`config.mk`:
```
export PLATFORM = sky130hd
export DESIGN_NAME = sensor_slave
export DESIGN_NICKNAME = d
export VERILOG_FILES = /design/src/rtl/soc_pkg.sv /design/src/rtl/sensor_slave.sv
export SDC_FILE = /design/constraint.sdc
export NUM_CORES = 1
export LEC_CHECK = 0
export ABC_AREA = 0
export BUFFER_PORTS_ARGS = -buffer_cell sky130_fd_sc_hd__buf_4
export CORE_MARGIN = 10
export CORE_UTILIZATION = 30
export DETAILED_ROUTE_END_ITERATION = 10
export SYNTH_ARGS = -nofsm -noshare
export SYNTH_HDL_FRONTEND = slang
export SYNTH_SLANG_ARGS = --single-unit
```
`constraint.sdc`:
```
create_clock -name clk -period 2.3 [get_ports clk]
set_clock_uncertainty 0.15 [all_clocks]
set_input_delay 0.115 -clock clk [delete_from_list [all_inputs] [get_ports clk]]
set_output_delay 0.115 -clock clk [all_outputs]
set_load 0.02 [all_outputs]
```
`src/rtl/soc_pkg.sv`:
```
package soc_pkg;

  // Widths with a meaning on the host side
  typedef logic [15:0] addr_t;
  typedef logic [31:0] word_t;
  typedef logic [11:0] offset_t;

  // Each region spans 4 KiB
  localparam int REGION_BITS = 12;

  localparam addr_t SRAM_BASE   = 16'h0000;
  localparam addr_t SENSOR_BASE = 16'h1000;

  typedef enum logic [1:0] {
    SEL_SRAM,
    SEL_SENSOR,
    SEL_NONE
  } sel_t;

  typedef struct packed {
    logic    wr;
    offset_t offset;   // Byte offset inside the region
    word_t   wdata;
  } bus_cmd_t;

  typedef struct packed {
    word_t rdata;
    logic  err;
  } bus_rsp_t;

  // Sensor register map
  localparam offset_t SNS_CTRL   = 12'h000;
  localparam offset_t SNS_STATUS = 12'h004;
  localparam offset_t SNS_CLEAR  = 12'h008;
  localparam offset_t SNS_DATA   = 12'h010;  // Sample i at SNS_DATA + 4*i

endpackage

```
`src/rtl/sensor_slave.sv`:
```
`timescale 1ns/1ps

module sensor_slave #(
  parameter int SENSOR_DEPTH = 4
) (
  input  logic              clk,
  input  logic              rst_sync,
  input  logic              start,
  input  soc_pkg::bus_cmd_t cmd,
  input  logic              sensor_ready,
  input  soc_pkg::word_t    sensor_out,
  output logic              done,
  output soc_pkg::bus_rsp_t rsp,
  output logic              sensor_en,
  output logic              irq
);

  import soc_pkg::*;

  localparam int CNT_W = $clog2(SENSOR_DEPTH + 1);
  localparam int IDX_W = (SENSOR_DEPTH > 1) ? $clog2(SENSOR_DEPTH) : 1;

  word_t            smp_q [SENSOR_DEPTH];
  logic [CNT_W-1:0] count_q;
  logic             full;
  logic             capture;
  logic             capture_last;
  logic             data_hit;
  logic [9:0]       data_word;
  logic [IDX_W-1:0] data_idx;
  word_t            rd_data;
  logic             rd_err;
  logic             bus_wr;
  bus_rsp_t         rsp_q;

  assign full         = (count_q == CNT_W'(SENSOR_DEPTH));
  assign capture      = sensor_en && sensor_ready;
  assign capture_last = capture && (count_q == CNT_W'(SENSOR_DEPTH - 1));

  // Sample window decode
  assign data_word = 10'((cmd.offset - SNS_DATA) >> 2);
  assign data_idx  = data_word[IDX_W-1:0];
  assign data_hit  = (cmd.offset >= SNS_DATA) && (cmd.offset[1:0] == 2'b00) &&
                     (int'(cmd.offset) < int'(SNS_DATA) + 4 * SENSOR_DEPTH);

  always_comb begin
    rd_data = '0;
    rd_err  = 1'b0;
    if (data_hit) begin
      rd_data = smp_q[data_idx];
      rd_err  = cmd.wr;          // Samples are read only
    end else begin
      case (cmd.offset)
        SNS_CTRL:   rd_data = {31'b0, sensor_en};
        SNS_STATUS: begin
          rd_data = {23'b0, full, 8'(count_q)};
          rd_err  = cmd.wr;
        end
        SNS_CLEAR:  rd_data = '0;
        default:    rd_err = 1'b1;
      endcase
    end
  end

  assign bus_wr = start && cmd.wr && !rd_err;

  always_ff @(posedge clk or posedge rst_sync) begin
    if (rst_sync) begin
      sensor_en <= 1'b0;
      irq       <= 1'b0;
      count_q   <= '0;
    end else begin
      if (capture) begin
        count_q <= count_q + 1'b1;
        if (capture_last) begin
          sensor_en <= 1'b0;     // Buffer full, stop the sensor
          irq       <= 1'b1;
        end
      end
      if (bus_wr && cmd.offset == SNS_CTRL) begin
        sensor_en <= cmd.wdata[0] & ~full & ~capture_last;
      end
      // Clear wins over a sample in the same cycle
      if (bus_wr && cmd.offset == SNS_CLEAR) begin
        count_q <= '0;
        irq     <= 1'b0;
      end
    end
  end

  always_ff @(posedge clk) begin
    if (capture) smp_q[count_q[IDX_W-1:0]] <= sensor_out;
    if (start) begin
      rsp_q.rdata <= cmd.wr ? '0 : rd_data;
      rsp_q.err   <= rd_err;
    end
  end

  always_ff @(posedge clk or posedge rst_sync) begin
    if (rst_sync) begin
      done <= 1'b0;
    end else begin
      done <= start;
    end
  end

  assign rsp = rsp_q;

endmodule

```
==> results.yml <==
synth:
  syn-num-nets: 380
  synth.top_cell.area_share: 0.764
  yosysUniqueCellTypes: 30
  ys_seq_elements: 167
  synth_flop_cell: "edfxtp_1"
  ys_async_sr_fraction: 0.0359
  yosys_warnings: 0
  synthCells: 294
  synth_top_area_cell: "edfxtp_1"
  synth.area.top_cells: "edfxtp_1 76%, mux4_2 11%, nor2b_1 3.0%"
  synth-seq-area-share: 0.788
  syn_area_um2: 6330
  yosysMostFrequentCell: "edfxtp_1"
  synth_area_per_cell_um2: 21.5
  synth_edf_count: 161
  synthTopCellsByCount: "161 x edfxtp_1, 32 x mux4_2, 30 x nor2b_1"
clock_network:
  htreeDepth: 4
  cts_tree: "done"
  cts.clk_slew.worst_paths_ns: 0.06
  clock_latency_ns: 0.42
  clk_path_buf_depth: 2
  cts-buffers-inserted: 17
  cts_sinks: 167
  cts-root-buf: "clkbuf_16"
pwr:
  power-per-cell-area_nw_per_um2: 770
  peakVddDrop_uv: 496
  p_leak_nw: 2.97
grt:
  grt_max_degree: 38
  grt-ovfl-total: 0
  antenna_found_initial: 1
  grtUsageTotal: 0.102
  grt_pass1_wl_um: 20800
  grt_pass1_vias: 3657
final_layout:
  syn_to_final_growth_pct: 32.9
  fin_nets: 526
  diodes: 0
  fin_util: 0.403
  final_cells: 728
  drive_gt1_frac: 0.362
drt:
  drt_wl_total_um: 13200
  first_pass_iters: 4
  vias: 3260
  antenna_left: 0
  drt_iter0_markers: 130
  vias_per_cell: 4.48
  drc: 0
  wl_per_cell_um: 18.1
worst_setup_path:
  cpLargestDelayFamily: "buffers and inverters"
  path_cells: "ha_1, ha_1, nand3_1, nand3_1, dlygate4sd3_1, mux2i_1"
  max_stage_delay_ns: 0.56
  cp_max_fo: 5
  timing_worst_setup_path_type: "reg2reg"
  cp.arrival_ns: 2.16
  start_kind: "flip-flop"
  slowest_stage: "dlygate4sd3_1"
  cp_num_buf_inv: 1
  critPathCaptureType: "flip-flop"
  required_ns: 2.48
placed_design:
  gp_congestion: 0.675
  dp_hpwl_um: 8060
  pre_cts_ws_ns: 0.439
  placedCellCount: 650
  io_buffers: 85
run:
  cap_violations: 0
timing:
  drv_slew: 0
  worst_pin_slew_ns: 0.572
  setup_slack_ns: 0.324
  min_period_ns: 1.98
  fmax_mhz: 506
  hold_violations: 0
  tns_ns: 0
  period_share: 0.859
  fin_hold_ws_ns: 0.0340
  relSlewSlack: 0.619
  setup_viol: 0
  rsz0062_at_grt: "false"
die:
  die_area_um2: 27300
  die_x_um: 165
  num_rows: 53
  core_area_um2: 20900
  dieHeight_um: 165
  ios: 117
  start_util: 0.303
hold_path:
  min_path_type: "in2async"
status:
  status: "complete, no violations"
power by group:
group          switching, W  internal [W]  total [W]  leakage, nW
logic              0.000152      0.000194   0.000346         1.11
clock network       0.00117       0.00161    0.00278        0.281
registers        0.00000672       0.00335    0.00335         1.57
stage by stage:
stage,power [W],instance area [um2]
global route,0.00671,8410
global placement,0.00369,7360
floorplan,0.00355,6330
detailed placement,0.00370,7360
finish,0.00648,8410
CTS,0.00656,8390
worst reg2reg max path: stages, from the launching register on:
cell           delay (ns)
dfrtp_1              0.43
ha_1                 0.22
ha_1                 0.21
nand3_1              0.11
nand3_1              0.08
dlygate4sd3_1        0.56
mux2i_1              0.15
registers in the layout, summed over array words and instances (netlist names):
register,cells
irq,1
sensor_en,1
smp_q,128
rsp,33
count_q,3
done,1
logic make-up (layout without fill, tap and decap cells):
| kind of cell | count (synthesis) | after routing | share of synthesized area |
|---|---|---|---|
| fa+ha+maj | 5 | 5 | 0.00988 |
| xor+xnor | 1 | 1 | 0.00138 |
| mux | 35 | 35 | 0.119 |
| flops | 167 | 167 | 0.788 |
| compound gates | 10 | 10 | 0.0107 |
| simple gates | 57 | 57 | 0.0555 |
| buf+inv | 19 | 178 | 0.0162 |
metal layers:
metal,track usage,vias to the layer above,share of wire
met5,0,-,0.00053
met4,0.0386,2,0.015
met3,0.0357,19,0.058
met2,0.167,79,0.50
met1,0.121,1676,0.43
li1,-,1484,-
cell type report:
cell class | count | area, um2
fillers | 1875 | 12500
flip-flops and latches | 167 | 4980
repair buffers | 139 | 1220
clock buffers | 18 | 429
clock inverters | 14 | 149
multi-input cells | 108 | 1260
inverters | 7 | 26.3
well taps | 275 | 344
path summary, 6_finish.rpt:
check,startpoint,endpoint,slack (ns),cells past startpoint
min in group clk,cmd[34],rsp[3],0.07,3
min reg2reg,irq,irq,0.41,2
max in group asynchronous,rst_sync,done,1.76,3
max reg2reg,count_q[1],sensor_en,0.32,6
min,rst_sync,sensor_en,0.03,3
max,count_q[1],sensor_en,0.32,6
what timing repair did:
| item | CTS | global route |
|---|---|---|
| resized for setup | 0 | 2 |
| hold buffers | 45 | 2 |
| setup endpoints to repair | 0 | 1 |
| endpoints found under the hold margin | 152 | 1 |
| buffers inserted | 0 | 0 |
cells in the final DEF, fill, tap and decap left out, drive strengths merged:
cell type / instances
a21oi: 3
a221oi: 1
a22oi: 1
a31oi: 1
and2: 1
and3: 6
buf: 93
bufinv: 2
clkbuf: 18
clkinv: 5
clkinvlp: 2
dfrtp: 6
dlygate4sd3: 46
edfxtp: 161
ha: 5
inv: 12
mux2: 1
mux2i: 2
mux4: 32
nand2: 6
nand3: 2
nand4: 3
nand4b: 1
nor2: 3
nor2b: 30
nor3: 1
nor4: 2
nor4bb: 1
o22ai: 2
o32ai: 2
or2: 1
xnor2: 1
(Power assumes the default switching activity.)
