File: config.mk
export PLATFORM = sky130hd
export DESIGN_NAME = bus_result
export DESIGN_NICKNAME = d
export VERILOG_FILES = /design/src/rtl/soc_pkg.sv /design/src/rtl/bus_result.sv
export SDC_FILE = /design/constraint.sdc
export NUM_CORES = 1
export LEC_CHECK = 0
export ABC_AREA = 1
export BUFFER_PORTS_ARGS = -buffer_cell sky130_fd_sc_hd__buf_2
export CAP_MARGIN = 20
export CORE_MARGIN = 3
export CORE_UTILIZATION = 37
export CTS_CLUSTER_DIAMETER = 50
export DETAILED_ROUTE_END_ITERATION = 12
export GPL_ROUTABILITY_DRIVEN = 0
export PLACE_DENSITY_LB_ADDON = 0.15
export SYNTH_ARGS = -nofsm -noshare
export SYNTH_HDL_FRONTEND = slang
export SYNTH_SLANG_ARGS = --single-unit
File: constraint.sdc
create_clock -name clk -period 0.8 [get_ports clk]
set_clock_uncertainty 0.1 [all_clocks]
set_input_delay 0.16 -clock clk [delete_from_list [all_inputs] [get_ports clk]]
set_output_delay 0.16 -clock clk [all_outputs]
set_load 0.01 [all_outputs]
File: src/rtl/soc_pkg.sv
package soc_pkg;

  // Widths with a meaning on the host side
  typedef logic [15:0] addr_t;
  typedef logic [31:0] word_t;
  typedef logic [11:0] offset_t;

  // Each region spans 4 KiB
  localparam int REGION_BITS = 12;

  localparam addr_t SRAM_BASE   = 16'h0000;
  localparam addr_t SENSOR_BASE = 16'h1000;

  typedef enum logic [1:0] {
    SEL_SRAM,
    SEL_SENSOR,
    SEL_NONE
  } sel_t;

  typedef struct packed {
    logic    wr;
    offset_t offset;   // Byte offset inside the region
    word_t   wdata;
  } bus_cmd_t;

  typedef struct packed {
    word_t rdata;
    logic  err;
  } bus_rsp_t;

  // Sensor register map
  localparam offset_t SNS_CTRL   = 12'h000;
  localparam offset_t SNS_STATUS = 12'h004;
  localparam offset_t SNS_CLEAR  = 12'h008;
  localparam offset_t SNS_DATA   = 12'h010;  // Sample i at SNS_DATA + 4*i

endpackage

File: src/rtl/bus_result.sv
`timescale 1ns/1ps

module bus_result (
  input  logic              clk,
  input  logic              rst_sync,
  input  logic              sram_done,
  input  soc_pkg::bus_rsp_t sram_rsp,
  input  logic              sensor_done,
  input  soc_pkg::bus_rsp_t sensor_rsp,
  input  logic              miss,
  input  logic              req,
  output logic              ack,
  output soc_pkg::word_t    rdata,
  output logic              err
);

  import soc_pkg::*;

  bus_rsp_t rsp_d;
  bus_rsp_t rsp_q;
  logic     finish;

  // Only one source finishes per access
  always_comb begin
    rsp_d = '{rdata: '0, err: 1'b1};   // Unmapped address
    if (sram_done) begin
      rsp_d = sram_rsp;
    end else if (sensor_done) begin
      rsp_d = sensor_rsp;
    end
  end

  assign finish = sram_done || sensor_done || miss;

  always_ff @(posedge clk) begin
    if (finish) rsp_q <= rsp_d;
  end

  always_ff @(posedge clk or posedge rst_sync) begin
    if (rst_sync) begin
      ack <= 1'b0;
    end else if (finish) begin
      ack <= 1'b1;
    end else if (ack && !req) begin
      ack <= 1'b0;   // Return to zero after host release
    end
  end

  assign rdata = rsp_q.rdata;
  assign err   = rsp_q.err;

endmodule

==> metrics.yaml, run 1 <==
run_status:
  outcome: "complete, but fails checks"
  violations: "setup timing"
yosys:
  syn_nets: 224
  synth_top_area_cell: "edfxtp_1"
  syn_avg_cell_area_um2: 10.6
  syn_inst: 152
  syn_area_mm2: 0.00161
  synth-seq-cells: 34
  yosysUniqueCellTypes: 11
  ys_warn_count: 0
  synth_top_cell_area_share_pct: 61.5
  synth.area.top_cells: "edfxtp_1, nand2_1, nand3_1"
  ys_seq_area_share_pct: 63.1
clock_network:
  clkSinkCount: 34
  clk_latency_ns: 0.27
  cts_tree: "built"
  clk_pin_slew_ns: 0.06
  cts_buffers: 5
  h-tree-depth: 2
  cts_max_path_buffers: 2
  ctsRootBufferMaster: "clkbuf_8"
pwr:
  power_density_mw_per_mm2: 1790
  ir_worst_vdd_mv: 0.741
  leakage_nw: 1.20
  power_mw: 4.13
sta:
  fmaxAchievable_mhz: 936
  fin_tns_setup_ns: -8.21
  drv_slew: 0
  worst_pin_slew_ns: 0.257
  fin_crit_sh_pct: 134
  hold_violations: 0
  worst_slack_ns: -0.269
  finalCriticalPeriod_ns: 1.07
  report.final.setup_viol: 35
  grt_setup_unrepaired: "true"
  slew_headroom_pct: 82.8
critical_path:
  critPathLaunchType: "flip-flop"
  cp_max_fo: 1
  critPathMaxStageDelay_ns: 0.38
  reg2reg_slack_ns: -0.04
  slowest_stage: "edfxtp_1"
  arrival_ns: 0.81
  r2r-start: "ack"
  crit_chain: "buf_2"
  path_buf_inv: 1
  cp_top_family: "flip-flops"
  crit_required_ns: 0.54
  cp-end-kind: "output pin"
  crit_start: "err"
  worstSetupPathType: "flip-flop to output pin"
placement:
  io_buffers: 105
  place_hpwl_um: 2940
  dp.cells: 302
  place_ws_ns: -0.263
die:
  start_util_pct: 39.4
  io_pins: 106
  die_w_um: 72.0
  die_h_um: 72.0
  rows: 23
  die_area_mm2: 0.00518
  core_mm2: 0.00409
route:
  ant_nets: 0
  first_pass_iters: 4
  first_iter_violations: 55
  dr_total_vias: 1452
  vias_per_cell: 4.65
  wirelength_um: 3950
  drc: 0
  wire_per_inst_um: 12.7
cells_and_area:
  post-route-util_pct: 56.4
  syn_to_final_growth_pct: 43.2
  final_net_count: 333
  layout-drive-gt1-share_pct: 49.6
  antennaDiodeCount: 0
  multi_input_area_um2: 495
  seq_area_mm2: 0.00102
  instances_no_fill: 312
  nFillCells: 397
min_path:
  min_path_type: "input port to flip-flop"
  worstHoldStart: "req"
global_routing:
  grt_pass1_wl_um: 6060
  overflow: 0
  grt_usage_pct: 15.2
  grt_max_degree: 34
  antenna_found_initial: 0
  first_global_vias: 1423
run:
  cap_violations: 0
## cell families after synthesis
| logic type | after synthesis | share of synthesized area (%) |
|---|---|---|
| buffers and inverters | 14 | 7.93 |
| DFF | 34 | 63.1 |
| and+or+nand+nor | 104 | 29.0 |
## timing repair
| action | 4_1_cts | 5_1_grt |
|---|---|---|
| hold buffers | 1 | 0 |
| setup buffers | 0 | 1 |
| gates cloned | 0 | 0 |
| resized for setup | 0 | 2 |
| endpoints found under the setup margin | 34 | 34 |
| pin swaps | 0 | 0 |
| endpoints found under the hold margin | 1 | 0 |
## registers in the layout (all words and copies together) (netlist names)
| name | count |
|---|---|
| rdata | 32 |
| ack | 1 |
| err | 1 |
## metal layers
layer / track usage (%) / share of wire (%)
met1: 18.3 / 41
met2: 25.9 / 47
met3: 4.29 / 10
met4: 5.64 / 1.3
met5: 0 / 0
## worst paths after layout
check	end	depth (start not counted)
min in group asynchronous	ack	3
max	err	1
min reg2reg	ack	3
max reg2reg	ack	3
min	ack	3
max in group asynchronous	ack	3
## cell type report
class                   instances  share of cell area [%]
clock buffers                   6                    3.15
clock inverters                 2                   0.380
inverters                       3                   0.814
multi-input cells             104                    21.5
flip-flops and latches         34                    44.1
well taps                      50                    2.71
repair buffers                113                    27.4
## Yosys cell counts
master,n
nand2_1,70
inv_8,1
nand3_2,7
edfxtp_1,33
inv_1,2
nor2_1,1
buf_6,5
buf_8,1
buf_4,5
dfrtp_1,1
nand3_1,26
## where the power goes
part / leakage, nW / internal [mW] / switching (mW)
clock: 0.0426 / 0.597 / 0.558
combinational: 0.792 / 0.361 / 0.409
sequential: 0.366 / 2.16 / 0.0460
total: 1.20 / 3.12 / 1.01
## cells in the final DEF (no fill, tap or decap), types with 2 or more instances in the layout
cell type	n
buf_12	3
buf_2	104
buf_4	4
clkbuf_8	5
edfxtp_1	33
inv_1	2
nand2_1	67
nand2_2	2
nand3_1	26
nand3_2	7
## stage by stage
step / area, um^2 / hold slack (ns)
floorplan: 1650 / -0.211
global placement: 2200 / -0.106
detailed placement: 2200 / -0.105
CTS: 2290 / 0.0170
global route: 2310 / 0.0125
finish: 2310 / 0.0201
Power figures use the tool's default switching activity.
==> run 2, diff against run 1 <==
CORE_UTILIZATION = 42   (was 37)
HOLD_SLACK_MARGIN = 0.03   (was not set)
clock period = 1.1 ns   (was 0.8 ns; I/O delays follow)
==> run 2 against run 1 <==
Net effect:
- the flow still finishes with violations (setup timing)
- clock power down 29%
- critical path type unchanged
- design area down 2.0%
- cell count down 1.6%
- first-iteration DRC count up 91%
- routed wire length down 4.6%
- hold slack better by 0.048 ns
- die area down 11%
- global-route usage up 1.5 points
- combinational power down 30%
- setup slack better by 0.24 ns
==> metrics.yaml, run 2 (synthesized netlist as in run 1, its figures left out) <==
global_routing:
  grt_usage_pct: 16.7
  antenna_found_initial: 0
  overflow: 0
  first_global_vias: 1355
  grt_max_degree: 34
  grt_pass1_wl_um: 5600
die:
  die_w_um: 67.9
  rows: 21
  start_util_pct: 45.7
  die_area_mm2: 0.00461
  die_h_um: 67.9
  io_pins: 106
  core_mm2: 0.00352
route:
  wire_per_inst_um: 12.3
  dr_total_vias: 1444
  ant_nets: 0
  wirelength_um: 3770
  drc: 0
  first_pass_iters: 4
  vias_per_cell: 4.70
  first_iter_violations: 105
clock_network:
  cts_tree: "built"
  h-tree-depth: 2
  cts_buffers: 5
  clkSinkCount: 34
  clk_pin_slew_ns: 0.06
  cts_resized: 0
  clk_latency_ns: 0.27
  ctsRootBufferMaster: "clkbuf_8"
  cts_max_path_buffers: 2
  postCtsSetupBuffers: 0
critical_path:
  crit_required_ns: 0.78
  cp_max_fo: 1
  crit_chain: "buf_2"
  path_buf_inv: 1
  cp_top_family: "flip-flops"
  cp-end-kind: "output pin"
  cp.depth: 1
  r2r.worst_path.cells: 2
  arrival_ns: 0.81
  critPathMaxStageDelay_ns: 0.38
  critPathLaunchType: "flip-flop"
  slowest_stage: "edfxtp_1"
  worstSetupPathType: "flip-flop to output pin"
cells_and_area:
  final_net_count: 333
  layout_commonest_cell: "buf_2"
  final_cell_mix: "buf_2, nand2_1, edfxtp_1, nand3_1, nand3_2"
  layout-drive-gt1-share_pct: 48.7
  fin_area_mm2: 0.00226
  largest_reg_flops: 32
  post-route-util_pct: 64.2
  syn_to_final_growth_pct: 40.3
  antennaDiodeCount: 0
sta:
  hold_violations: 0
  fmaxAchievable_mhz: 886
  report.final.setup_viol: 13
  slew_headroom_pct: 82.6
  worst_slack_ns: -0.0286
  finalCriticalPeriod_ns: 1.13
  fin_tns_setup_ns: -0.151
  drv_slew: 0
  grt_setup_unrepaired: "true"
  hold_ws_ns: 0.0676
  fin_crit_sh_pct: 103
  worst_pin_slew_ns: 0.261
placement:
  io_buffers: 105
  placed_area_mm2: 0.00217
  place_ws_ns: -0.0166
pwr:
  power_density_mw_per_mm2: 1310
  leakage_nw: 1.19
  seq_power_share_pct: 54.0
  ir_worst_vdd_mv: 0.735
  switching_power_mw: 0.710
  comb_power_share_pct: 18.2
  internal_power_mw: 2.25
  swShare_pct: 24.0
  clock_power_share_pct: 27.8
run_status:
  violations: "setup timing"
  outcome: "complete, but fails checks"
run:
  cap_violations: 0
min_path:
  hold_depth: 3
  min_path_type: "input port to flip-flop"
## run 2: changes by cell type in the layout (fill, tap and decap cells not counted)
| cell | delta |
|---|---|
| nand2_2 | -2 |
| buf_2 | +1 |
| clkbuf_1 | +1 |
| nand2_1 | +2 |
| clkinv_1 | -1 |
| clkinv_2 | -1 |
| buf_4 | +2 |
| buf_6 | -1 |
| buf_12 | -2 |
## run 2: area by class of cell
type | instances | area (um^2)
Fill cell | 322 | 1260
Sequential cell | 34 | 1020
Timing Repair Buffer | 113 | 601
Multi-Input combinational cell | 104 | 490
Clock buffer | 7 | 76.3
Tap cell | 46 | 57.6
Inverter | 3 | 18.8
## run 2: metal layers
metal	GRT usage, %	vias up	wire, um
li1	-	725	-
met3	7.39	4	442
met5	0	-	0
met1	16.4	641	1400
met2	30.8	74	1890
met4	5.46	0	31
## run 2: worst paths after layout
| kind | slack (ns) | to | start |
|---|---|---|---|
| max | -0.03 | rdata[10] | rdata[10] |
| min | 0.07 | ack | req |
| max reg2reg | 0.38 | ack | ack |
| min reg2reg | 0.39 | ack | ack |
| max in group asynchronous | 0.59 | ack | rst_sync |
| min in group asynchronous | 0.22 | ack | rst_sync |
## run 2: worst min-delay path, cell delays in order
cell     delay (ns)
buf_2          0.07
nand2_1        0.04
nand3_1        0.07
## run 2: what timing repair did
action,CTS,global route
hold buffers,1,0
endpoints found under the setup margin,25,34
endpoints found under the hold margin,1,0
## run 2: power groups by stage
stage                     Sequential [mW]  Clock, mW  Combinational [mW]
final                                1.60      0.825               0.539
after CTS                            1.60      0.862               0.547
after detailed placement             1.63          0               0.544
after global routing                 1.61      0.927               0.600
after global placement               1.62          0               0.538
after floorplan                      1.71          0               0.195
## run 2: stage by stage
stage,std cells,power [mW]
after floorplan,152,1.90
after global placement,299,2.16
final,307,2.96
after detailed placement,299,2.17
after global routing,307,3.14
after CTS,307,3.01
==> run 3, diff against run 2 <==
SETUP_SLACK_MARGIN = 0.4   (was not set)
==> run 3 against run 2 <==
Net effect:
- fmax down 1.1%
- global-route usage up 3.3 points
- hold slack better by 0.011 ns
- routed wire length up 27%
- largest cell class unchanged
- register-to-register slack worse by 0.11 ns
- via count up 6.1%
- the run still ends with setup timing left
- die area unchanged
- clock power down 2%
- design area up 21%
- critical path depth unchanged
==> metrics.yaml, run 3 (synthesized netlist as in run 1, its figures left out) <==
sta:
  fin_tns_setup_ns: -0.180
  slew_headroom_pct: 88.9
  hold_violations: 0
  report.final.setup_viol: 16
  worst_slack_ns: -0.0408
  fmaxAchievable_mhz: 877
  hold_ws_ns: 0.0784
  worst_pin_slew_ns: 0.167
  drv_slew: 0
  finalCriticalPeriod_ns: 1.14
  fin_crit_sh_pct: 104
  grt_setup_unrepaired: "true"
critical_path:
  crit_chain: "buf_2"
  arrival_ns: 0.82
  cp.depth: 1
  cp_top_family: "flip-flops"
  path_buf_inv: 1
  cp_max_fo: 1
  reg2reg_to: "ack"
  slowest_stage: "edfxtp_1"
  worstSetupPathType: "flip-flop to output pin"
  crit_start: "rdata[17]"
  cp-end-kind: "output pin"
  crit_end: "rdata[17]"
  r2r.worst_path.cells: 3
  critPathLaunchType: "flip-flop"
  critPathMaxStageDelay_ns: 0.38
  r2r-start: "ack"
  crit_required_ns: 0.78
  reg2reg_slack_ns: 0.27
cells_and_area:
  fin_area_mm2: 0.00274
  layout-drive-gt1-share_pct: 60.8
  final_cell_mix: "buf_2, nand2_1, edfxtp_1, nand3_2, buf_12"
  largest_reg_flops: 32
  syn_to_final_growth_pct: 70.4
  antennaDiodeCount: 0
  instances_no_fill: 319
  layout_commonest_cell: "buf_2"
  post-route-util_pct: 77.9
  final_net_count: 346
global_routing:
  grt_usage_pct: 20.0
  grt_max_degree: 18
  grt_pass1_wl_um: 6670
  antenna_found_initial: 0
  first_global_vias: 1425
  overflow: 0
route:
  dr_total_vias: 1532
  first_iter_violations: 66
  wire_per_inst_um: 15.1
  wirelength_um: 4800
  drc: 0
  first_pass_iters: 4
  ant_nets: 0
  vias_per_cell: 4.80
die:
  rows: 21
  die_area_mm2: 0.00461
  io_pins: 106
  start_util_pct: 45.7
  core_mm2: 0.00352
  die_w_um: 67.9
  die_h_um: 67.9
run_status:
  violations: "setup timing"
  outcome: "complete, but fails checks"
clock_network:
  clkSinkCount: 34
  clk_latency_ns: 0.27
  cts_max_path_buffers: 2
  clk_pin_slew_ns: 0.07
  ctsRootBufferMaster: "clkbuf_8"
  cts_buffers: 5
  h-tree-depth: 2
  cts_tree: "built"
pwr:
  ir_worst_vdd_mv: 0.720
  power_mw: 3.15
  leakage_nw: 1.34
  power_density_mw_per_mm2: 1150
placement:
  place_ws_ns: -0.0265
  placed_area_mm2: 0.00218
  place_hpwl_um: 2840
  io_buffers: 105
  dp.cells: 298
run:
  cap_violations: 0
min_path:
  min_path_type: "input port to flip-flop"
## run 3: cell count changes in the layout (fill, tap and decap cells not counted), sizes merged
cell / before / now
buf: 112 / 120
clkbuf: 7 / 6
clkinv: 0 / 2
inv: 3 / 2
nand2: 70 / 74
## run 3: layout make-up
cell class	count	area (um^2)
Tap cell	46	57.6
Multi-Input combinational cell	108	698
Clock buffer	5	68.8
Clock inverter	1	3.75
Inverter	3	37.5
Timing Repair Buffer	122	862
Fill cell	244	777
Sequential cell	34	1020
## run 3: repair_timing
item | in CTS | in global routing
hold endpoints to repair | 1 | 0
buffers inserted | 7 | 0
hold buffers | 1 | 0
cloned | 6 | 1
gates resized for setup | 21 | 35
endpoints found under the setup margin | 101 | 84
pin swaps | 7 | 22
## run 3: power breakdown
part,total (mW),internal [mW],switching [mW]
Sequential,1.60,1.57,0.0330
Combinational,0.741,0.364,0.377
Clock,0.808,0.412,0.396
## run 3: routing by layer
metal	vias up	wire [um]	global-route usage (%)	part of all wire, %
li1	758	-	-	-
met1	703	1880	23.5	39
met2	67	2450	34.9	51
met3	4	411	5.58	8.6
met4	0	61	6.95	1.3
met5	-	0	0	0
## run 3: how the worst min path moves through the flow
| stage | from | endpoint | slack, ns | depth (start not counted) |
|---|---|---|---|---|
| final | req | ack | 0.08 | 3 |
| after global placement | rst_sync | ack | -0.05 | 2 |
| after floorplan | rst_sync | ack | -0.15 | 1 |
| after global routing | req | ack | 0.08 | 3 |
| after detailed placement | rst_sync | ack | -0.04 | 2 |
| after CTS | req | ack | 0.06 | 3 |
