File: src/rtl/soc_pkg.sv
package soc_pkg;

  // Widths with a meaning on the host side
  typedef logic [15:0] addr_t;
  typedef logic [31:0] word_t;
  typedef logic [11:0] offset_t;

  // Each region spans 4 KiB
  localparam int REGION_BITS = 12;

  localparam addr_t SRAM_BASE   = 16'h0000;
  localparam addr_t SENSOR_BASE = 16'h1000;

  typedef enum logic [1:0] {
    SEL_SRAM,
    SEL_SENSOR,
    SEL_NONE
  } sel_t;

  typedef struct packed {
    logic    wr;
    offset_t offset;   // Byte offset inside the region
    word_t   wdata;
  } bus_cmd_t;

  typedef struct packed {
    word_t rdata;
    logic  err;
  } bus_rsp_t;

  // Sensor register map
  localparam offset_t SNS_CTRL   = 12'h000;
  localparam offset_t SNS_STATUS = 12'h004;
  localparam offset_t SNS_CLEAR  = 12'h008;
  localparam offset_t SNS_DATA   = 12'h010;  // Sample i at SNS_DATA + 4*i

endpackage

File: src/rtl/bus_decode.sv
`timescale 1ns/1ps

module bus_decode (
  input  logic              clk,
  input  logic              rst_sync,
  input  logic              req,
  input  logic              wr,
  input  soc_pkg::addr_t    addr,
  input  soc_pkg::word_t    wdata,
  input  logic              ack,
  output soc_pkg::bus_cmd_t cmd,
  output logic              sram_start,
  output logic              sensor_start,
  output logic              miss
);

  import soc_pkg::*;

  typedef enum logic [1:0] {
    IDLE,
    ISSUE,
    WAIT_ACK,
    WAIT_REL
  } state_t;

  state_t state_q;
  state_t state_d;
  sel_t   sel_d;
  sel_t   sel_q;

  // Region select from the upper address bits
  always_comb begin
    if (addr[15:REGION_BITS] == SRAM_BASE[15:REGION_BITS]) begin
      sel_d = SEL_SRAM;
    end else if (addr[15:REGION_BITS] == SENSOR_BASE[15:REGION_BITS]) begin
      sel_d = SEL_SENSOR;
    end else begin
      sel_d = SEL_NONE;
    end
  end

  always_comb begin
    state_d = state_q;
    case (state_q)
      IDLE:     if (req) state_d = ISSUE;
      ISSUE:    state_d = WAIT_ACK;      // Start pulse goes out here
      WAIT_ACK: if (ack) state_d = WAIT_REL;
      WAIT_REL: if (!req) state_d = IDLE; // Host released, ack drops too
      default:  state_d = IDLE;
    endcase
  end

  always_ff @(posedge clk or posedge rst_sync) begin
    if (rst_sync) begin
      state_q <= IDLE;
      sel_q   <= SEL_NONE;
    end else begin
      state_q <= state_d;
      if (state_q == IDLE && req) sel_q <= sel_d;
    end
  end

  // Command fields are held for the whole access
  always_ff @(posedge clk) begin
    if (state_q == IDLE && req) begin
      cmd.wr     <= wr;
      cmd.offset <= addr[REGION_BITS-1:0];
      cmd.wdata  <= wdata;
    end
  end

  assign sram_start   = (state_q == ISSUE) && (sel_q == SEL_SRAM);
  assign sensor_start = (state_q == ISSUE) && (sel_q == SEL_SENSOR);
  assign miss         = (state_q == ISSUE) && (sel_q == SEL_NONE);

endmodule

File: config.mk
export PLATFORM = sky130hd
export DESIGN_NAME = bus_decode
export DESIGN_NICKNAME = d
export VERILOG_FILES = /design/src/rtl/soc_pkg.sv /design/src/rtl/bus_decode.sv
export SDC_FILE = /design/constraint.sdc
export NUM_CORES = 1
export LEC_CHECK = 0
export BUFFER_PORTS_ARGS = -buffer_cell sky130_fd_sc_hd__buf_4
export CAP_MARGIN = 20
export CELL_PAD_IN_SITES_DETAIL_PLACEMENT = 1
export CELL_PAD_IN_SITES_GLOBAL_PLACEMENT = 1
export CORE_UTILIZATION = 33
export CTS_CLUSTER_SIZE = 24
export DETAILED_ROUTE_END_ITERATION = 8
export PLACE_DENSITY = 0.81
export SLEW_MARGIN = 10
export SYNTH_ARGS = -nofsm -noshare
export SYNTH_HDL_FRONTEND = slang
export SYNTH_SLANG_ARGS = --single-unit
File: constraint.sdc
create_clock -name clk -period 2.45 [get_ports clk]
set_clock_uncertainty 0.15 [all_clocks]
set_input_delay 0.1225 -clock clk [delete_from_list [all_inputs] [get_ports clk]]
set_output_delay 0.1225 -clock clk [all_outputs]
set_load 0.01 [all_outputs]
==> results by stage, run 1 <==
Clock network:
- The number of gates resized after CTS was 0.
- Clock-pin slew was measured on the worst setup and hold paths at approximately 0.09 ns.
- The total clock sinks is 49.
- In this run the post-CTS setup repair buffer count came out at 0.
- At the later pin of the worst-skew pair, clock insertion delay measures roughly 0.29 ns.
- The root buffer cell chosen for the clock tree is clkbuf_8.
- The number of CTS-inserted buffers is 5.
- The clock passes through at most 2 buffers.
- The H-tree generated during clock tree synthesis spans 2 levels.
- The TritonCTS clock tree is done.

Power:
- For this design the static power due to leakage is 1.32 nW.
- The total power per unit cell area is between 800 and 900 mW/mm2.
- The largest vdd supply drop is ~0.59 mV.

Cells and area:
- The final instance count without filler cells is roughly 300.
- The finished cells cover a little over 0.003 mm2.
- The library cell used most frequently in the layout, excluding fill and tap cells, is buf_4.
- The layout-stage area growth over the synthesis result is 90.7%.
- The total of fill cells in the finished design is 450.
- The multi-input combinational cells in the finished layout cover a total of approximately 150 um2.
- In the layout the commonest cells are buf_4, dlygate4sd3_1, edfxtp_1, nand2_1, clkbuf_8.
- The antenna diode instance count is 0.
- In the final layout, the share of cells above drive strength 1 is ~47%.
- The net count of the finished layout is 290.
- The sequential cell area is roughly 0.0015 mm2.
- The final standard cell utilization of the core is approximately 66%.

Timing:
- Setup repair after global routing left no endpoint under its margin.
- The slew at the pin closest to its max-slew limit is about 0.25 ns.
- The number of max-slew violations in the final report is 0.
- Static timing analysis puts the maximum clock frequency at between 500 and 600 MHz.
- The relative max-transition margin is between 80% and 90%.
- For the finished layout, the period the worst path requires is around 1.7 ns.
- The setup TNS after final layout is 0 ns.
- The final worst setup slack is 0.735 ns.
- Setup violations remaining at the end of the flow were counted as 0.
- The final cycle utilization of the critical path is 70.0%.
- The count of endpoints failing hold in the final timing report is 0.

Logic synthesis:
- After synthesis the cells add up to roughly 0.0016 mm2.
- The register area share after synthesis is about nine tenths.
- The average instance area after synthesis is about 22 um2.
- The net count after synthesis is between 100 and 150.
- The number of warnings printed during yosys synthesis is 0.
- Counting every instance in the synthesized netlist gives 74.
- The number of register bits inferred by synthesis is 49.
- The netlist uses 15 different library cells.

Critical path:
- In this run the worst path has a maximum fanout of between 40 and 50.
- Counting cells, the worst reg-to-reg path comes to 5.
- The critical path is of the flop to flop type.
- The nature of the critical path endpoint is a flop.
- Data arrives at the worst endpoint at roughly 1.6 ns.
- The nature of the critical path startpoint is a flop.
- The required time of the critical path is roughly 2.3 ns.

Die:
- The width of the die is slightly above 70 um.
- The effective utilization at floorplan is 34.4%.
- From bottom edge to top edge, the die measures approximately 72 um.
- The core region is between 0.004 and 0.005 mm2.
- The standard-cell row count is 25.
- In this run the count of I/O pins placed on the die edge is just over 100.
- The die covers 0.00520 mm2.

Global routing:
- The largest net degree at the start of global routing is 46.
- Summed over all layers, the global routing overflow is 0.
- The initial antenna violation count is 0.
- The global-route wire length before repair is between 8000 and 9000 um.
- The number of global-route vias before repair is between 1500 and 2000.
- Global routing consumed, over all layers together, roughly a quarter of the routing resources.

Placed design:
- The total cell area at the placement stage is about 0.0025 mm2.
- The number of buffers inserted by port buffering is 100.
- The congestion estimate from routability-driven global placement came to just over 0.7.
- The setup slack after placement is 0.755 ns.
- The HPWL after detailed placement is approximately 3500 um.
- The placed instance count is around 240.

Hold path:
- The worst hold-check path type is primary input to asynchronous set/reset pin.

Job:
- The max-capacitance violation count is 0.

Route:
- The remaining antenna violation count is 0.
- Summing over every cut layer, the via total after detailed routing is roughly 1400.
- In the final routed layout, each cell accounts on average for roughly 20 um.
- Using the TritonRoute via totals, the vias-per-cell ratio works out to roughly 4.5.
- The number of design rule violations left after detail routing is 0.
- The first detailed-routing pass ran for 5 iterations.
- For this block, the initial DRC count from the detailed router was 80.
- Summed over all layers, the routed wires come to 6160 um.

Status:
- The flow ran to the end, and the final reports show no timing, DRC or antenna violations.
[path summary, 6_finish.rpt]
| kind | startpoint | slack (ns) | endpoint |
|---|---|---|---|
| worst min-delay path | rst_sync | 0.12 | sel_q[0] |
| min in group clk | ack | 0.17 | state_q[1] |
| worst max-delay path | state_q[0] | 0.74 | cmd[44] |
| worst max register to register | state_q[0] | 0.74 | cmd[44] |
| worst min register to register | sel_q[1] | 0.38 | sel_q[1] |
| max in group asynchronous | rst_sync | 1.80 | sel_q[1] |
[where the power goes]
part	switching [mW]	internal (mW)	total [mW]	leakage, nW
logic	0.336	0.368	0.704	0.801
clock network	0.271	0.302	0.573	0.0528
registers	0.0855	1.12	1.21	0.463
[cell families (layout without fill, tap and decap cells)]
kind of cell	after synthesis	after routing	share of synthesized area (%)
simple gates	10	10	3.24
fa+ha+maj	4	4	3.08
mux	1	1	0.925
buf+inv	6	166	1.39
flops	49	49	89.5
compound gates	4	4	1.85
[timing repair]
| item | in CTS | in global routing |
|---|---|---|
| endpoints found under the hold margin | 52 | 0 |
| hold buffers | 51 | 0 |
| endpoints found under the setup margin | 0 | 0 |
[Yosys cell counts (all sizes together)]
cell type,n,area [um2]
a2bb2oi,1,8.76
and3b,2,17.5
dfrtp,3,75.1
dfstp,1,26.3
edfxtp,45,1350
ha,4,50.1
inv,6,22.5
mux2,1,15.0
nand2,5,18.8
nor2,1,3.75
nor3,1,5.00
nor3b,1,7.51
o21ai,2,10.0
o221a,1,11.3
[flip-flops by register name (all words and copies together), names as in the netlist]
name	flops
cmd	45
sel_q	2
state_q	2
[worst max-delay path: stages (launching register included)]
cell and delay, ns:
dfrtp_1 0.43, inv_1 0.11, ha_1 0.22, nand2_1 0.13
clkinv_1 0.11, buf_12 0.25
[layer usage]
layer	track usage [%]	share of wire, %
met5	0	0
met4	6.10	1.1
met3	6.81	7.8
met2	43.1	51
met1	29.5	40
[cell type report]
cell class,instances,share of cell area (%)
sequential,49,46.9
timing repair buffer,152,41.4
multi-input combinational,19,4.77
tap,67,2.71
clock buffer,6,2.35
clock inverter,2,1.09
inverter,6,0.728
[metrics by stage]
| step | power, mW | hold slack [ns] |
|---|---|---|
| floorplan | 1.48 | -0.262 |
| global placement | 1.78 | -0.131 |
| detailed placement | 1.84 | -0.119 |
| CTS | 2.45 | 0.110 |
| global route | 2.60 | 0.126 |
| finish | 2.49 | 0.121 |
Note: power is estimated with default switching activity, not from simulation.
==> run 2: changes to the inputs <==
--- a/config.mk
+++ b/config.mk
@@ -5,14 +5,15 @@
 export SDC_FILE = /design/constraint.sdc
 export NUM_CORES = 1
 export LEC_CHECK = 0
+export ABC_AREA = 1
 export BUFFER_PORTS_ARGS = -buffer_cell sky130_fd_sc_hd__buf_4
 export CAP_MARGIN = 20
 export CELL_PAD_IN_SITES_DETAIL_PLACEMENT = 1
 export CELL_PAD_IN_SITES_GLOBAL_PLACEMENT = 1
-export CORE_UTILIZATION = 33
+export CORE_UTILIZATION = 32
 export CTS_CLUSTER_SIZE = 24
 export DETAILED_ROUTE_END_ITERATION = 8
-export PLACE_DENSITY = 0.81
+export PLACE_DENSITY = 0.79
 export SLEW_MARGIN = 10
 export SYNTH_ARGS = -nofsm -noshare
 export SYNTH_HDL_FRONTEND = slang
==> constraint.sdc (replaced) <==
create_clock -name clk -period 1.6 [get_ports clk]
set_clock_uncertainty 0.15 [all_clocks]
set_input_delay 0.08 -clock clk [delete_from_list [all_inputs] [get_ports clk]]
set_output_delay 0.08 -clock clk [all_outputs]
set_load 0.01 [all_outputs]
==> run 2 against run 1 <==
  * Wire length decreased by 1.6%
  * Final cell count increased by 6.0%
  * Critical path depth unchanged
  * Sequential share of layout area decreased by 1.7 points
  * Hold slack got worse by 0.074 ns
  * Core utilization increased by 0.74 points
  * Largest power group unchanged
==> results by stage, run 2 <==
Die:
- The die height is 73.8 um (+2.3%).
- The width of the die came to 73.8 um (+2.3%).
- The total core area is 0.00485 mm2 (+2.6%).
- The overall die area is 0.00544 mm2 (+4.6%).
- The effective utilization at floorplan is 34.0% (-0.37 points).
- The standard-cell row count is 25 (unchanged).
- The number of top-level pins is 101 (unchanged).

Timing:
- The final worst setup slack is 0.0812 ns (-0.654 ns).
- The relative max-transition margin is 86.9% (+3.4 points).
- The number of max-slew violations in the final report came to 0 (unchanged).
- The post-route minimum period is approximately 1.5 ns.
- The final setup violation count is 0 (unchanged).
- The slew at the pin closest to its max-slew limit is 0.196 ns (-0.0509 ns).
- The count of endpoints failing hold in the final timing report is 0 (unchanged).
- Based on the critical path, the design can be clocked at up to 658 MHz.
- The setup TNS after final layout is 0 ns (unchanged).
- Setup repair after global routing left no endpoint under its margin.
- The final cycle utilization of the critical path is between 90 and 100%.

Logic synthesis:
- The number of warnings printed during yosys synthesis is 0 (unchanged).
- The register area share after synthesis came to 88.2% (-1.4 points).
- The area fraction in compound gates after synthesis is 0.607% (-1.2 points).
- The largest family of logic cells by synthesized area is simple AND/OR/NAND/NOR gates.
- The average instance area after synthesis is 18.9 um2 (-14%).
- Counting instances in the post-synthesis netlist gives the leading cell types as edfxtp_1, nand2_1, inv_1, ha_1, dfrtp_1.
- In the post-synthesis netlist, the cell with the most instances is edfxtp_1.
- The largest area contributor in the synthesized netlist is edfxtp_1.
- The net count after synthesis was 144 (+9.9%).
- The share of synthesized cell area in full adder, half adder and majority cells is 3.04% (-0.047 points).
- The area of the mapped netlist is 0.00165 mm2 (+1.5%).
- The number of enable flip-flop cells after synthesis was 45 (unchanged).
- The number of register bits inferred by synthesis is 49 (unchanged).
- The post-synthesis cell type count is 13 (-2).
- By area the synthesized netlist is led by edfxtp_1, dfrtp_1, ha_1.
- The fraction of synthesized cell area in xor and xnor cells is 0% (unchanged).
- The proportion of synthesized flip-flops having asynchronous set or reset came to 8.16% (unchanged).
- The most frequently used flop master after synthesis is edfxtp_1.
- The share of Yosys cell area claimed by the top area cell type is 82.0% (-1.3 points).
- The post-synthesis simple-gate area fraction came to 5.69% (+2.5 points).
- The number of cells produced by synthesis is 87 (+18%).
- The multiplexer area fraction after synthesis was 0% (-0.93 points).

Global routing:
- The largest net degree at the start of global routing came to 18 (-61%).
- The number of global-route vias before repair is 1474 (-2.1%).
- The total global-route track usage is 23.0% (-1.5 points).
- The global-route wire length before repair is 8480 um (-5.7%).
- The initial antenna violation count is 0 (unchanged).
- The sum of overflow across all layers after global routing was 0 (unchanged).

Placed design:
- The number of buffers inserted by port buffering is 100 (unchanged).
- The placer congestion estimate is 0.708 (-1.7%).
- The total half-perimeter wirelength after legalization and detailed placement is 3500 um (+1.1%).
- The setup slack after placement is 0.0165 ns (-0.738 ns).

Route:
- The number of design rule violations left after detail routing is 0 (unchanged).
- The via count of the routed design is 1397 (+3.1%).
- The routed length per instance is 19.0 um (-7.2%).
- The remaining antenna violation count came to 0 (unchanged).
- The total routed wirelength is 6060 um (-1.6%).
- The number of design-rule violations left by the first detailed-router iteration is 98 (+23%).
- The via count normalized by instance count is 4.38 (-2.7%).
- The number of iterations in the first detailed-routing pass came to 4 (-1).

Clock network:
- The number of CTS-inserted buffers is 5 (unchanged).
- The latest clock arrival within the worst-skew pair is 0.30 ns (about the same).
- The count of H-tree levels built during CTS is 2 (unchanged).
- The total clock sinks was 49 (unchanged).
- The clock root buffer is clkbuf_8.
- The clock-pin slew reported for the worst setup and hold paths after clock tree synthesis is 0.09 ns (about the same).
- The buffer depth of the longest clock path is 2 (unchanged).
- The TritonCTS clock tree is done.

Cells and area:
- The library cells used most frequently in the layout, excluding fill and tap cells, are buf_4, dlygate4sd3_1, edfxtp_1, nand2_1, inv_1.
- Leaving out fill and tap cells, the most frequent cell in the layout is buf_4.
- In the final layout, the registers with the most flip-flops are cmd: 45 flops, sel_q: 2 flops, state_q: 2 flops.
- The flip-flop count of the largest register, all copies and words added is 45 (unchanged).
- The final net count was 308 (+6.2%).
- The fraction of layout instances using a drive strength above 1 is 49.2% (+2.2 points).
- The register with the most flip-flops is cmd.
- The layout-stage area growth over the synthesis result is 94.9%.
- The antenna diode instance count is 0 (unchanged).

Power:
- The clock share of power is 19.5% (-3.5 points).
- The leakage dissipation is 1.38 nW (+4.6%).
- The combinational power share is 33.3% (+5.0 points).
- The switching power share of the total came to 31.0% (+3.2 points).
- The total power per unit cell area came to 1230 mW/mm2 (+53%).
- The largest vdd supply drop is 0.650 mV (+9.4%).
- The net switching power figure was 1.23 mW (+77%).
- The portion of total power attributed to sequential cells is 47.2% (-1.4 points).
- The cell-internal power is 2.73 mW (+52%).

Critical path:
- The worst stage delay on the critical path is 0.42 ns (about the same).
- The largest fanout of any net on the critical path came to 4 (-91%).
- The worst path arrival time is 1.29 ns (-0.26 ns).
- The required time of the critical path is 1.37 ns (-0.92 ns).
- The cell that appears most often on the critical path is inv_2.
- The type of the worst setup path is flop to output pin.
- The slowest stage of the critical path is the dfrtp_1 cell.
- Traced cell by cell, the critical path runs through inv_2 -> ha_1 -> inv_2 -> nor2_2 -> buf_4.
- The nature of the critical path endpoint is an output pin.
- The nature of the critical path startpoint is a flop.

Hold path:
- The worst hold-check path type is primary input to flop.

Status:
- The run finished with clean final reports.

Job:
- The max-capacitance violation count is 0 (unchanged).
## run 2: cells by family after synthesis
kind of cell    Yosys count
flops                    49
simple gates             21
fa+ha+maj                 4
buf+inv                  11
compound gates            2
## run 2: final cells by class
| class | count | area (um2) |
|---|---|---|
| repair buffers | 157 | 1360 |
| clock buffers | 5 | 68.8 |
| clock inverters | 3 | 26.3 |
| fillers | 464 | 1640 |
| well taps | 67 | 83.8 |
| flip-flops and latches | 49 | 1450 |
| inverters | 11 | 46.3 |
| multi-input cells | 27 | 178 |
## run 2: final timing paths
kind                            cells after the start  slack [ns]  startpoint            to
worst max register to register                      5        0.09  state_q[0]       cmd[37]
worst min-delay path                                5        0.05         ack    state_q[0]
worst max-delay path                                5        0.08  state_q[1]  sensor_start
max in group asynchronous                           3        0.99    rst_sync      sel_q[1]
worst min register to register                      2        0.41  state_q[1]    state_q[1]
min in group asynchronous                           3        0.08    rst_sync    state_q[1]
## run 2: stage by stage
stage                     power, mW  hold WS, ns  cells  area (um2)  utilization, %
final                          3.96       0.0471    319        3210            66.2
after global routing           4.15       0.0782    319        3210            66.2
after CTS                      3.83      0.00169    316        3160            65.2
after detailed placement       2.97       -0.144    258        2570            53.0
after global placement         2.90       -0.167    258        2570            53.0
after floorplan                2.28       -0.305     87        1650               -
## run 2: power by group through the flow
| stage | Sequential [mW] | Combinational (mW) | Clock, mW |
|---|---|---|---|
| 4_1_cts | 1.84 | 1.21 | 0.778 |
| 3_3_place_gp | 1.85 | 1.04 | 0 |
| 3_5_place_dp | 1.87 | 1.11 | 0 |
| 6_report | 1.87 | 1.32 | 0.773 |
| 5_1_grt | 1.89 | 1.42 | 0.837 |
| 2_1_floorplan | 1.95 | 0.333 | 0 |
## run 2: timing repair
action	4_1_cts	5_1_grt
buffers inserted	0	2
setup endpoints to repair	0	50
hold buffers	50	2
hold endpoints to repair	51	2
resized for setup	0	8
## run 2: critical path: cells and delay by family (launching register included)
kind,cells,cell delay (ns)
buffers and inverters,3,0.27
adder cells (fa/ha/maj),1,0.15
flip-flops,1,0.42
AND/OR/NAND/NOR,1,0.13
## run 2: metal layers
metal / vias up / wire [um] / GRT usage [%]
met3: 18 / 529 / 6.58
met2: 83 / 2980 / 38.9
met1: 657 / 2310 / 25.7
met5: - / 0 / 0
met4: 0 / 240 / 13.5
li1: 639 / - / -
==> run 3: changes to the inputs <==
--- a/config.mk
+++ b/config.mk
@@ -13,6 +13,7 @@
 export CORE_UTILIZATION = 32
 export CTS_CLUSTER_SIZE = 24
 export DETAILED_ROUTE_END_ITERATION = 8
+export MAX_ROUTING_LAYER = met4
 export PLACE_DENSITY = 0.79
 export SLEW_MARGIN = 10
 export SYNTH_ARGS = -nofsm -noshare
==> run 3 against run 2 <==
  * Non-clock buffer count up 1
  * Die area did not move
  * Hold slack got worse by 0.00065 ns
  * Sequential power hardly changed
  * Core utilization is 0.49 points higher
  * Register-to-register slack about the same
  * Clock power about the same
==> results by stage, run 3 (synthesis results as in run 2) <==
Clock network:
- TritonCTS built the clock tree.
- The count of H-tree levels built during CTS is 2 (unchanged).
- The buffer depth of the longest clock path is 2 (unchanged).
- The clock-pin slew reported for the worst setup and hold paths after clock tree synthesis is 0.09 ns (about the same).
- The number of CTS-inserted buffers came to 5 (unchanged).
- The latest clock arrival within the worst-skew pair is 0.30 ns (about the same).
- The clock root buffer is clkbuf_8.
- The total clock sinks is 49 (unchanged).

Cells and area:
- The register with the most flip-flops in the final layout is cmd.
- The area growth from synthesis to layout is 96.4%.
- The post-layout instance area came to 0.00324 mm2 (+0.74%).
- The flip-flop count of the largest register, all copies and words added is 45 (unchanged).
- The largest registers in the layout are cmd: 45 flops, sel_q: 2 flops, state_q: 2 flops.
- The fraction of layout instances using a drive strength above 1 is 49.4% (+0.20 points).
- Leaving out fill and tap cells, the most frequent cells in the layout are buf_4, dlygate4sd3_1, edfxtp_1, nand2_1, inv_1.
- Leaving out fill and tap cells, the most frequent cell in the layout is buf_4.
- The antenna diode instance count is 0 (unchanged).
- The final net count is 309 (+0.32%).

Die:
- The number of top-level pins is 101 (unchanged).
- The overall die area was 0.00544 mm2 (unchanged).
- The width of the die is 73.8 um (unchanged).
- The standard-cell row count is 25 (unchanged).
- The total core area came to 0.00485 mm2 (unchanged).
- The die height came to 73.8 um (unchanged).
- The effective utilization at floorplan is 34.0% (unchanged).

Global routing:
- The total global-route track usage is 23.7% (+0.78 points).
- The global-route wire length before repair is 8470 um (about the same).
- The largest net degree at the start of global routing is 18 (unchanged).
- The initial antenna violation count is 0 (unchanged).
- The number of global-route vias before repair is 1478 (+0.27%).
- The sum of overflow across all layers after global routing is 0 (unchanged).

Timing:
- Setup repair after global routing could not meet its margin everywhere.
- The final cycle utilization of the critical path is 96.4% (+1.5 points).
- The number of max-slew violations in the final report is 0 (unchanged).
- The final setup violation count is 0 (unchanged).
- The count of endpoints failing hold in the final timing report is 0 (unchanged).
- The worst-case hold slack is 0.0464 ns (-0.000647 ns).
- The post-route minimum period came to 1.54 ns (+0.0241 ns).
- The slew at the pin closest to its max-slew limit came to 0.214 ns (+0.0172 ns).
- The fmax is 648 MHz (-1.6%).
- The relative max-transition margin is 85.8% (-1.1 points).

Placed design:
- The placer congestion estimate is 0.716 (+1.1%).
- The number of buffers inserted by port buffering was 100 (unchanged).
- The total half-perimeter wirelength after legalization and detailed placement came to 3500 um (unchanged).
- The total cell area at the placement stage is 0.00257 mm2 (unchanged).

Route:
- The number of design rule violations left after detail routing is 0 (unchanged).
- The via count of the routed design is 1389 (-0.57%).
- The remaining antenna violation count is 0 (unchanged).
- The total routed wirelength is 6140 um (+1.2%).
- The number of iterations in the first detailed-routing pass is 4 (unchanged).
- The number of design-rule violations left by the first detailed-router iteration came to 83 (-15%).
- The via count normalized by instance count is 4.34 (-0.88%).
- The routed length per instance was 19.2 um (+0.92%).

Critical path:
- The critical path is of the flop to output pin type.
- The required time of the critical path is 1.37 ns (about the same).
- STA classifies the critical path endpoint as an output pin.
- The startpoint of the worst-slack reg-to-reg timing path is state_q[1].
- STA classifies the critical path startpoint as a flop.
- The logic depth of the worst register-to-register path is 5 (unchanged).
- The endpoint of the most critical register-to-register path is cmd[4].
- The internal reg-to-reg setup slack was 0.08 ns (about the same).
- The largest fanout of any net on the critical path was 4 (unchanged).
- The worst path arrival time is 1.31 ns (+0.02 ns).

Hold path:
- The worst hold-check path type is primary input to flop.
- The worst hold path begins at ack.
- The number of instances on the worst hold path is 5 (unchanged).
- The end point of the worst hold path is state_q[0].

Power:
- The total power per unit cell area is 1240 mW/mm2 (+0.91%).
- The leakage dissipation was 1.38 nW (+0.47%).
- The largest vdd supply drop is 0.648 mV (-0.32%).

Status:
- The flow ran to the end, and the final reports show no timing, DRC or antenna violations.

Job:
- The max-capacitance violation count is 0 (unchanged).
==> run 3: power breakdown <==
part	internal (mW)	switching, mW	total [mW]
clock network	0.319	0.457	0.776
logic	0.712	0.668	1.38
registers	1.73	0.132	1.87
total	2.77	1.26	4.02
==> run 3: worst max-delay path: stages (launching register included) <==
cell     delay [ns]
dfrtp_1        0.42
inv_2          0.11
ha_4           0.15
inv_4          0.04
nor3_4         0.16
buf_6          0.12
==> run 3: how the worst max path moves through the flow <==
stage / from / end / cells after the start
4_1_cts: state_q[1] / cmd[34] / 5
6_report: state_q[1] / miss / 5
3_3_place_gp: state_q[0] / cmd[42] / 5
2_1_floorplan: state_q[0] / cmd[0] / 4
5_1_grt: state_q[1] / sensor_start / 5
3_5_place_dp: state_q[1] / cmd[34] / 5
==> run 3: timing repair <==
| action | 4_1_cts | 5_1_grt |
|---|---|---|
| setup endpoints to repair | 0 | 50 |
| endpoints found under the hold margin | 51 | 2 |
| buffers inserted | 0 | 3 |
| hold buffers | 50 | 2 |
| gates resized for setup | 0 | 12 |
==> run 3: layout make-up <==
class,count,area [um2]
fill,467,1610
sequential,49,1450
timing repair buffer,158,1370
multi-input combinational,27,188
tap,67,83.8
clock buffer,5,68.8
inverter,11,48.8
clock inverter,3,26.3
==> run 3: per-layer routing <==
layer	GRT usage, %	wire length, um
met4	12.8	230
met2	38.9	2990
met1	25.4	2360
met3	7.82	555
met5	-	0
==> run 3: metrics by stage <==
stage | TNS, ns | utilization, % | setup WS [ns] | instances | power [mW]
CTS | 0 | 65.2 | 0.00799 | 316 | 3.83
finish | 0 | 66.7 | 0.0571 | 320 | 4.02
detailed placement | 0 | 53.0 | 0.0165 | 258 | 2.97
global placement | 0 | 53.0 | 0.0791 | 258 | 2.90
floorplan | 0 | - | 0.0626 | 87 | 2.28
global route | -0.00978 | 66.7 | -0.00526 | 320 | 4.22
